<file path="config.mk">
export PLATFORM = sky130hd
export DESIGN_NAME = force_stage
export DESIGN_NICKNAME = d
export VERILOG_FILES = /design/src/logic/force_unit_pkg.sv /design/src/logic/force_stage.sv
export VERILOG_INCLUDE_DIRS = /design/src /design/src/include
export SDC_FILE = /design/constraint.sdc
export NUM_CORES = 1
export LEC_CHECK = 0
export BUFFER_PORTS_ARGS = -buffer_cell sky130_fd_sc_hd__buf_2
export CAP_MARGIN = 5
export CORE_ASPECT_RATIO = 0.9
export CORE_MARGIN = 2
export CORE_UTILIZATION = 50
export CTS_BUF_LIST = sky130_fd_sc_hd__clkbuf_4 sky130_fd_sc_hd__clkbuf_8
export DETAILED_ROUTE_END_ITERATION = 7
export GPL_ROUTABILITY_DRIVEN = 0
export HOLD_SLACK_MARGIN = 0.02
export PLACE_DENSITY = 0.78
export SYNTH_ARGS = -nofsm -noshare
export SYNTH_HDL_FRONTEND = slang
export SYNTH_SLANG_ARGS = --single-unit
</file>
<file path="constraint.sdc">
create_clock -name clk -period 3.3 [get_ports clk]
set_clock_uncertainty 0.05 [all_clocks]
set_input_delay 0.66 -clock clk [delete_from_list [all_inputs] [get_ports clk]]
set_output_delay 0.66 -clock clk [all_outputs]
set_load 0.02 [all_outputs]
</file>
<file path="src/include/force_unit_params.svh">
`ifndef FORCE_UNIT_PARAMS_SVH
`define FORCE_UNIT_PARAMS_SVH

// Lane and data widths
`define NUM_LANES 4
`define COORD_WIDTH 16
`define ID_WIDTH 8

// Box test limit per axis and squared cutoff for the force stage
`define CUTOFF 1024
`define CUTOFF_2 1048576

// Per-lane buffer
`define FILTER_DEPTH 8
`define FILTER_ADDR_WIDTH 3

// Pipeline latencies in cycles
`define R2_LATENCY 2
`define FORCE_LATENCY 2

`endif

</file>
<file path="src/logic/force_unit_pkg.sv">
`include "force_unit_params.svh"

package force_unit_pkg;

	typedef logic [`COORD_WIDTH-1:0] coord_t; // Unsigned fixed point

	typedef struct packed
	{
		coord_t x;
		coord_t y;
		coord_t z;
	} pos_t;

	typedef logic [`ID_WIDTH-1:0] pid_t;

	// One extra bit so a difference of two coordinates never overflows
	typedef logic signed [`COORD_WIDTH:0] disp_t;

	// Sum of three squared displacements
	typedef logic [2*`COORD_WIDTH+2:0] r2_t;

	typedef logic signed [`COORD_WIDTH:0] force_t;

	typedef struct packed
	{
		pid_t ref_id;
		pid_t nbr_id;
		pos_t ref_pos;
		pos_t nbr_pos;
	} pair_t;

endpackage

</file>
<file path="src/logic/force_stage.sv">
`timescale 1ns/100ps
`include "force_unit_params.svh"

module force_stage
	import force_unit_pkg::*;
(
	input logic clk,
	input logic rst,
	input logic r2_valid,
	input pid_t ref_id_in,
	input pid_t nbr_id_in,
	input disp_t dx,
	input disp_t dy,
	input disp_t dz,
	input r2_t r2,
	output logic force_valid,
	output pid_t ref_id,
	output pid_t nbr_id,
	output force_t force_x,
	output force_t force_y,
	output force_t force_z
);

	localparam int SEG_WIDTH = $clog2($bits(r2_t));

	logic [SEG_WIDTH-1:0] seg_next;
	logic [SEG_WIDTH-1:0] seg;
	logic in_cut;
	logic v1;
	pid_t ref_id1;
	pid_t nbr_id1;
	disp_t dx1;
	disp_t dy1;
	disp_t dz1;

	// Leading one of r2 stands in for the exponent of a float
	always_comb
	begin
		seg_next = '0;
		for (int i = 0; i < $bits(r2_t); i++)
			if (r2[i])
				seg_next = SEG_WIDTH'(i);
	end

	always_ff @(posedge clk)
	begin
		if (rst)
		begin
			v1 <= 1'b0;
			force_valid <= 1'b0;
		end
		else
		begin
			v1 <= r2_valid;
			force_valid <= v1;
		end
	end

	always_ff @(posedge clk)
	begin
		seg <= seg_next;
		in_cut <= (r2 < `CUTOFF_2);
		ref_id1 <= ref_id_in;
		nbr_id1 <= nbr_id_in;
		dx1 <= dx;
		dy1 <= dy;
		dz1 <= dz;
		ref_id <= ref_id1;
		nbr_id <= nbr_id1;
		force_x <= in_cut ? force_t'(dx1 >>> seg) : '0; // Zero beyond the cutoff sphere
		force_y <= in_cut ? force_t'(dy1 >>> seg) : '0;
		force_z <= in_cut ? force_t'(dz1 >>> seg) : '0;
	end

endmodule

</file>
# --- After elaboration in Yosys (flattened, before gate mapping) ---
# Index checks and enable logic that the tools add are counted.
totals:
  reg_bits: 143
  in_bits: 105
  out_inout_bits: 68
  elab_cells: 53
classes:
  order_cmp: 1
  shift: 3
  mux: 33
  n_reduce_logical: 1
ops:
  columns: ["cell", "count"]
  rows:
  - ["two-way mux 6 bit", 30]
  - [">>> shifter 17 x 6 -> 17 bit", 3]
  - ["less-than comparator 35 x 21 -> 1 bit, second input constant", 1]
  - ["two-way mux 2 bit", 2]
  - ["OR reduction 3 bit", 1]
  - ["two-way mux 1 bit", 1]

# --- Depth between registers and ports, before layout ---
# Gate-level depths: netlist of the first run.
depth:
  depth_word: 33
  depth_mapped: 8
  ltp_nobuf: 5

# --- Worst setup path after synthesis of the first run ---
# Ideal clock, no wire load.
synth_path:
  kind: "input to register"
  startpoint: "input r2[11]"
  endpoint: "register seg[1]"
  setup_ns: 0.122
  arrival_time_ns: 1.671
  required_time_ns: 3.128
  slack_ns: 1.457
  stages: 5
  n_path_buf: 0
  path_cell_list: "nor2_1 -> o311ai_0 -> a311oi_1 -> o311ai_0 -> a311o_1"
synth_between:
  elab_chain_len: 23
synth_lines:
  columns: ["item", "line_no", "text"]
  rows:
  - ["start: declaration", "force_stage.sv:15", "input r2_t r2,"]
  - ["two-way mux 6 bit (21 in series)", "force_stage.sv:41", "if (r2[i])"]
  - ["two-way mux 2 bit (2 in series)", "force_stage.sv:41", null]
  - ["end signal: assignment", "force_stage.sv:61", "seg <= seg_next;"]
  - ["end: declaration", "force_stage.sv:27", "logic [SEG_WIDTH-1:0] seg;"]
# Every way passes these cells.
# A chain may end at the register's enable or synchronous reset.

# --- Final worst setup path of the first run ---
layout_path:
  startpoint: "register seg[1]"
  endpoint: "register force_z[6]"
layout_between:
  elab_chain_len: 1
layout_lines:
  columns: ["item", "line_no", "text"]
  rows:
  - [">>> shifter 17 x 6 -> 17 bit", "force_stage.sv:72", "force_z <= in_cut ? force_t'(dz1 >>> seg) : '0;"]
  - ["end signal: assignment", "force_stage.sv:72", null]
  - ["end: declaration", "force_stage.sv:21", "output force_t force_z"]
# Every way passes these cells.

==> insert_results.sql, run 1 <==
INSERT INTO impl_metrics (metric_group, metric, value, unit) VALUES
('status', 'outcome', 'complete, no violations', ''),
('global_routing', 'gr-usage-all-layers', '23.63', '%'),
('synth', 'yosys.cell_types.count', '58', ''),
('power_and_ir_drop', 'share_seq_of_total_power', '50.8', '%'),
('sta', 'final_hold_viol_count', '0', ''),
('layout', 'final-seq-area', '2867', 'sq um'),
('power_and_ir_drop', 'internal_power', '2.721', 'mW'),
('synth', 'synth-edff-count', '0', ''),
('power_and_ir_drop', 'ir_drop', '0.0003969', 'V'),
('synth', 'synthFlopType', 'sky130_fd_sc_hd__dfxtp_1', ''),
('cts', 'clk_root_buffer_cell', 'sky130_fd_sc_hd__clkbuf_8', ''),
('synth', 'synth_sequential_area_ratio', '48.54', '%'),
('setup_path', 'critical_path.max_fanout', '37', ''),
('global_routing', 'grt_max_degree', '38', ''),
('power_and_ir_drop', 'p_comb_share', '12.6', '%'),
('floorplanning', 'die_height', '107.0', 'um'),
('cts', 'hold_buffers', '0', ''),
('layout', 'n_fill_cell', '954', ''),
('synth', 'synth_largest_type_area_fraction', '48.54', '%'),
('synth', 'library_cell_occupying_the_most_area_in_the_post_synthesis_netlist', 'sky130_fd_sc_hd__dfxtp_1', ''),
('synth', 'ys.warnings.count', '0', ''),
('synth', 'async_flop_share', '0', '%'),
('layout', 'insertedDiodeCount', '0', ''),
('cts', 'worst_setup_hold_path_clk_slew', '80', 'ps'),
('sta', 'slew_headroom', '33.07', '%'),
('run', 'max_cap_viols', '0', ''),
('detailed_routing', 'met3RoutedLength', '1601', 'um'),
('setup_path', 'worstSetupStartpointType', 'register', ''),
('detailed_routing', 'detail_route.wirelength', '14790', 'um'),
('sta', 'post-route-worst-setup-slack', '744.9', 'ps'),
('power_and_ir_drop', 'swShare', '25.73', '%'),
('layout', 'area_of_the_multi_input_gates', '2759', 'sq um'),
('sta', 'timing_max_transition_violations_final', '0', ''),
('hold_path', 'worst_hold_path_type', 'in2reg', ''),
('synth', 'synth.cell_area', '5898', 'sq um'),
('layout', 'design.final.nets', '826', ''),
('floorplanning', 'die_width', '118.5', 'um'),
('floorplanning', 'core', '11480', 'sq um'),
('global_routing', 'gr-total-overflow', '0', ''),
('global_routing', 'initial_antenna_violation_count', '0', ''),
('floorplanning', 'initial_utilization', '51.37', '%'),
('setup_path', 'cp-end-kind', 'register', ''),
('setup_path', 'worstPathArrival', '2830', 'ps'),
('floorplanning', 'fp-row-count', '37', ''),
('synth', 'synth_cells', '560', ''),
('detailed_routing', 'top_signal_layer_used', 'met4', ''),
('synth', 'postSynthRegisterBits', '143', ''),
('detailed_routing', 'drt-met1-wl', '6411', 'um'),
('cts', 'cts-buffers-inserted', '17', ''),
('synth', 'postSynthAreaPerCell', '10.53', 'sq um'),
('floorplanning', 'full_die_area', '12680', 'sq um'),
('detailed_routing', 'route.antenna.remaining_nets', '0', ''),
('cts', 'cts_tree', 'yes', ''),
('detailed_routing', 'vias', '5011', ''),
('detailed_routing', 'wl_met2', '6560', 'um'),
('synth', 'net_count_of_the_mapped_netlist', '665', ''),
('sta', 'rsz0062_at_grt', 'no', ''),
('floorplanning', 'io_pins', '173', ''),
('detailed_routing', 'remaining_drc_errors', '0', ''),
('sta', 'timing.final.setup_violations', '0', ''),
('detailed_routing', 'post_drt_via_cell_ratio', '5.630', ''),
('detailed_routing', 'detailedRoute.firstPassIterationCount', '5', ''),
('cts', 'cts-htree-levels', '4', ''),
('cts', 'post_cts_buffers', '0', ''),
('place', 'hpwl', '11080', 'um'),
('power_and_ir_drop', 'p_switching', '0.9427', 'mW'),
('synth', 'netlist_top_cells_area', 'sky130_fd_sc_hd__dfxtp_1 49%, sky130_fd_sc_hd__mux4_2 8.0%, sky130_fd_sc_hd__mux2i_1 7.0%', ''),
('power_and_ir_drop', 'pwr-share-clk', '36.6', '%'),
('cts', 'post_cts_resized', '0', ''),
('sta', 'fin_crit_sh', '77.43', '%'),
('setup_path', 'cp.required', '3570', 'ps');
## cell usage after synthesis (all sizes together), types with 6 or more instances
master and n:
clkbuf 17, mux2 30, o22ai 9, nor3 11, nor2b 6, dfxtp 143
a21boi 14, nor2 44, mux2i 41, mux4 22, nand2 46, inv 12
buf 19, a31oi 6, o21ai 38, a21oi 32, nand3 11, a221oi 9
## logic make-up after synthesis
family	Yosys count	share of synthesized area, %
flip-flops	143	48.54
AND/OR/NAND/NOR	139	10.86
AO/OA/AOI/OAI	136	14.76
multiplexers	93	21.15
buffers and inverters	49	4.688
## critical path, stage by stage (launching register included)
cell and delay (ps):
sky130_fd_sc_hd__dfxtp_2 990, sky130_fd_sc_hd__buf_12 290, sky130_fd_sc_hd__mux2_2 370, sky130_fd_sc_hd__mux2i_1 280, sky130_fd_sc_hd__mux2i_1 160, sky130_fd_sc_hd__a32o_1 290
## placed cells by master (no fill, tap or decap), drive strengths merged, types with 2 or more instances in the layout
| cell type | instances |
|---|---|
| a221oi | 9 |
| clkbuf | 20 |
| o21a | 2 |
| mux2 | 30 |
| bufinv | 2 |
| or3 | 5 |
| nand3 | 11 |
| o22ai | 9 |
| a22o | 2 |
| a211oi | 3 |
| clkinv | 5 |
| a21boi | 14 |
| inv | 13 |
| nor4 | 5 |
| nor2b | 6 |
| nor2 | 44 |
| nand2 | 46 |
| o211ai | 4 |
| and2 | 4 |
| a31oi | 6 |
| a32oi | 2 |
| mux4 | 22 |
| buf | 178 |
| mux2i | 41 |
| clkinvlp | 5 |
| nor3 | 11 |
| a21oi | 32 |
| o21ai | 38 |
| dfxtp | 143 |
| o311ai | 5 |
| a22oi | 2 |
## metal layers
metal	vias to the layer above	global-route usage, %
met4	0	7.483
met1	2273	32.29
li1	2376	-
met5	-	0
met3	26	8.138
met2	336	35.30
## cell type report
type | instances | share of cell area (%)
Timing Repair Buffer | 178 | 12.81
Clock inverter | 12 | 1.914
Multi-Input combinational cell | 368 | 38.37
Sequential cell | 143 | 39.86
Tap cell | 156 | 2.714
Clock buffer | 20 | 3.654
Inverter | 13 | 0.6786
## power groups by stage
| stage | combinational (mW) | sequential (mW) | clock, mW |
|---|---|---|---|
| 3_5_place_dp | 0.446 | 1.90 | 0 |
| 3_3_place_gp | 0.433 | 1.89 | 0 |
| 4_1_cts | 0.449 | 1.86 | 1.38 |
| 2_1_floorplan | 0.331 | 1.86 | 0 |
| 6_report | 0.460 | 1.86 | 1.34 |
| 5_1_grt | 0.497 | 1.87 | 1.45 |
## through the flow
step                util (%)  power, mW  instance area (sq um)  instances  hold slack (ps)
finish                 62.63      3.663                   7191        890            270.4
global route           62.63      3.819                   7191        890            233.7
CTS                    62.63      3.687                   7191        890            242.9
detailed placement     59.14      2.344                   6790        858            262.1
global placement       59.14      2.325                   6790        858            259.6
floorplan                  -      2.195                   5898        560            259.6
## final timing paths
check | startpoint | endpoint | slack, ps | cells after the start
setup / recovery | seg[1] | force_z[6] | 740 | 5
hold / removal | ref_id_in[3] | ref_id1[3] | 270 | 1
hold reg to reg | ref_id1[0] | ref_id[0] | 280 | 0
setup reg to reg | seg[1] | force_z[6] | 740 | 5
## state kept, by name (all words and copies together) (netlist names)
name,flops
dx1,17
dy1,17
dz1,17
force_x,17
force_y,17
force_z,17
nbr_id1,8
nbr_id,8
ref_id1,8
ref_id,8
seg,6
force_valid,1
in_cut,1
v1,1
Power figures use the tool's default switching activity.
==> run 2: changes to the inputs <==
--- a/config.mk
+++ b/config.mk
@@ -10,7 +10,7 @@
 export CAP_MARGIN = 5
 export CORE_ASPECT_RATIO = 0.9
 export CORE_MARGIN = 2
-export CORE_UTILIZATION = 50
+export CORE_UTILIZATION = 48
 export CTS_BUF_LIST = sky130_fd_sc_hd__clkbuf_4 sky130_fd_sc_hd__clkbuf_8
 export DETAILED_ROUTE_END_ITERATION = 7
 export GPL_ROUTABILITY_DRIVEN = 0
==> constraint.sdc (replaced) <==
create_clock -name clk -period 2.3 [get_ports clk]
set_clock_uncertainty 0.05 [all_clocks]
set_input_delay 0.46 -clock clk [delete_from_list [all_inputs] [get_ports clk]]
set_output_delay 0.46 -clock clk [all_outputs]
set_load 0.02 [all_outputs]
==> insert_results.sql, run 2 (synthesized netlist as in run 1, its figures left out) <==
INSERT INTO impl_metrics (metric_group, metric, value, unit) VALUES
('setup_path', 'worstPathArrival', '2380', 'ps'),
('floorplanning', 'initial_utilization', '49.03', '%'),
('cts', 'clkSinkCount', '143', ''),
('setup_path', 'crit_slowest_cell', 'sky130_fd_sc_hd__dfxtp_2', ''),
('layout', 'n_fill_cell', '990', ''),
('global_routing', 'grt_max_degree', '36', ''),
('layout', 'mostFrequentLayoutCells', '171 x sky130_fd_sc_hd__buf_2, 140 x sky130_fd_sc_hd__dfxtp_1, 46 x sky130_fd_sc_hd__nand2_1', ''),
('global_routing', 'initial_antenna_violation_count', '0', ''),
('place', 'placement_cell_area', '6900', 'sq um'),
('setup_path', 'cp-end-kind', 'register', ''),
('setup_path', 'critical_path.max_fanout', '24', ''),
('setup_path', 'worstSetupStartpointType', 'register', ''),
('sta', 'slew_headroom', '62.64', '%'),
('floorplanning', 'die_width', '120.8', 'um'),
('layout', 'final_layout_size_suffix_gt1_share', '36.96', '%'),
('sta', 'worst-slew-pin-transition', '560.4', 'ps'),
('detailed_routing', 'vias', '5098', ''),
('power_and_ir_drop', 'power-per-cell-area', '706.7', 'nW/um^2'),
('sta', 'fin_crit_sh', '92.30', '%'),
('run', 'max_cap_viols', '0', ''),
('layout', 'final-seq-area', '2867', 'sq um'),
('cts', 'post_cts_buffers', '0', ''),
('cts', 'cts-buffers-inserted', '17', ''),
('detailed_routing', 'route.antenna.remaining_nets', '0', ''),
('sta', 'setup-tns-final', '0', 'ps'),
('detailed_routing', 'dr.first_iter.drc_count', '489', ''),
('layout', 'postLayoutCoreUtil', '61.82', '%'),
('layout', 'design.final.nets', '855', ''),
('floorplanning', 'die_height', '109.2', 'um'),
('global_routing', 'gr-total-overflow', '0', ''),
('sta', 'finalCriticalPeriod', '2123', 'ps'),
('setup_path', 'worst-setup-path-type', 'reg2reg', ''),
('global_routing', 'gr-usage-all-layers', '23.56', '%'),
('global_routing', 'grt_first_pass_wirelength', '23950', 'um'),
('global_routing', 'grt_pass1_vias', '4786', ''),
('floorplanning', 'core', '12030', 'sq um'),
('status', 'outcome', 'complete, no violations', ''),
('setup_path', 'cp.buffers_inverters', '1', ''),
('cts', 'cts_tree', 'yes', ''),
('cts', 'clock_insertion_delay_worst_skew', '440', 'ps'),
('setup_path', 'max_stage_delay', '630', 'ps'),
('detailed_routing', 'detailedRoute.firstPassIterationCount', '5', ''),
('cts', 'worst_setup_hold_path_clk_slew', '80', 'ps'),
('layout', 'final_design_area_no_fill', '7436', 'sq um'),
('floorplanning', 'io_pins', '173', ''),
('cts', 'cts-root-to-sink-buffers', '2', ''),
('sta', 'timing.final.setup_violations', '0', ''),
('cts', 'clk_root_buffer_cell', 'sky130_fd_sc_hd__clkbuf_8', ''),
('setup_path', 'cp.required', '2560', 'ps'),
('setup_path', 'rrSetupSlack', '180', 'ps'),
('sta', 'fin_hold_ws', '57.35', 'ps'),
('sta', 'timing_max_transition_violations_final', '0', ''),
('sta', 'rsz0062_at_grt', 'no', ''),
('sta', 'max_freq', '0.4710', 'GHz'),
('detailed_routing', 'detail_route.wirelength', '15180', 'um'),
('layout', 'layout.cells.most_common', 'sky130_fd_sc_hd__buf_2', ''),
('layout', 'area_of_the_multi_input_gates', '2759', 'sq um'),
('power_and_ir_drop', 'leakage', '3.325', 'nW'),
('detailed_routing', 'remaining_drc_errors', '0', ''),
('cts', 'cts-htree-levels', '4', ''),
('place', 'io_buffers', '171', ''),
('layout', 'insertedDiodeCount', '0', ''),
('layout', 'areaGrowthSynthToFinish', '26.07', '%'),
('setup_path', 'crit_chain', 'buf_12 -> mux2_2 -> mux2i_1 -> nor2_1 -> a21oi_1 -> o311ai_1', ''),
('sta', 'final_hold_viol_count', '0', ''),
('detailed_routing', 'post_drt_via_cell_ratio', '5.523', ''),
('detailed_routing', 'routed_wire_per_std_cell', '16.45', 'um'),
('power_and_ir_drop', 'ir_drop', '0.0003652', 'V'),
('floorplanning', 'full_die_area', '13190', 'sq um'),
('setup_path', 'critical_path.top_delay_family', 'flip-flops', ''),
('place', 'hpwl', '11410', 'um'),
('hold_path', 'worst_hold_path_type', 'in2reg', ''),
('floorplanning', 'fp-row-count', '38', '');
-- run 2: layer usage --
layer  track usage (%)  wire length (um)  vias up
li1                  -                 -     2433
met1             32.55              6603     2324
met2             33.83              6663      313
met3             8.002              1592       28
met4             9.468               324        0
met5                 0                 0        -
-- run 2: power breakdown --
part	total (mW)	switching [mW]	internal, mW
sequential	2.64	0.0822	2.56
clock	1.88	0.935	0.943
combinational	0.734	0.376	0.358
total	5.26	1.39	3.86
-- run 2: final timing paths --
path,cells after the start,to,startpoint
setup / recovery,6,force_z[2],seg[1]
setup reg to reg,6,force_z[2],seg[1]
hold / removal,1,ref_id1[5],ref_id_in[5]
hold reg to reg,0,nbr_id[6],nbr_id1[6]
-- run 2: metrics by stage --
stage / std cells / setup WS [ps] / total power, mW
after global placement: 876 / 305.4 / 3.363
final: 923 / 177.1 / 5.255
after CTS: 908 / 203.1 / 5.261
after floorplan: 560 / 564.3 / 3.149
after global routing: 923 / 6.982 / 5.481
after detailed placement: 876 / 228.4 / 3.388
-- run 2: area by class of cell --
class / instances / area share [%]
Timing Repair Buffer: 207 / 15.82
Multi-Input combinational cell: 368 / 37.10
Clock buffer: 21 / 3.719
Sequential cell: 143 / 38.55
Tap cell: 160 / 2.692
Clock inverter: 11 / 1.464
Inverter: 13 / 0.6562
-- run 2: what timing repair did --
action / 4_1_cts / 5_1_grt
endpoints found under the hold margin: 0 / 15
hold buffers: 0 / 15
gates resized for setup: 0 / 0
endpoints found under the setup margin: 0 / 0
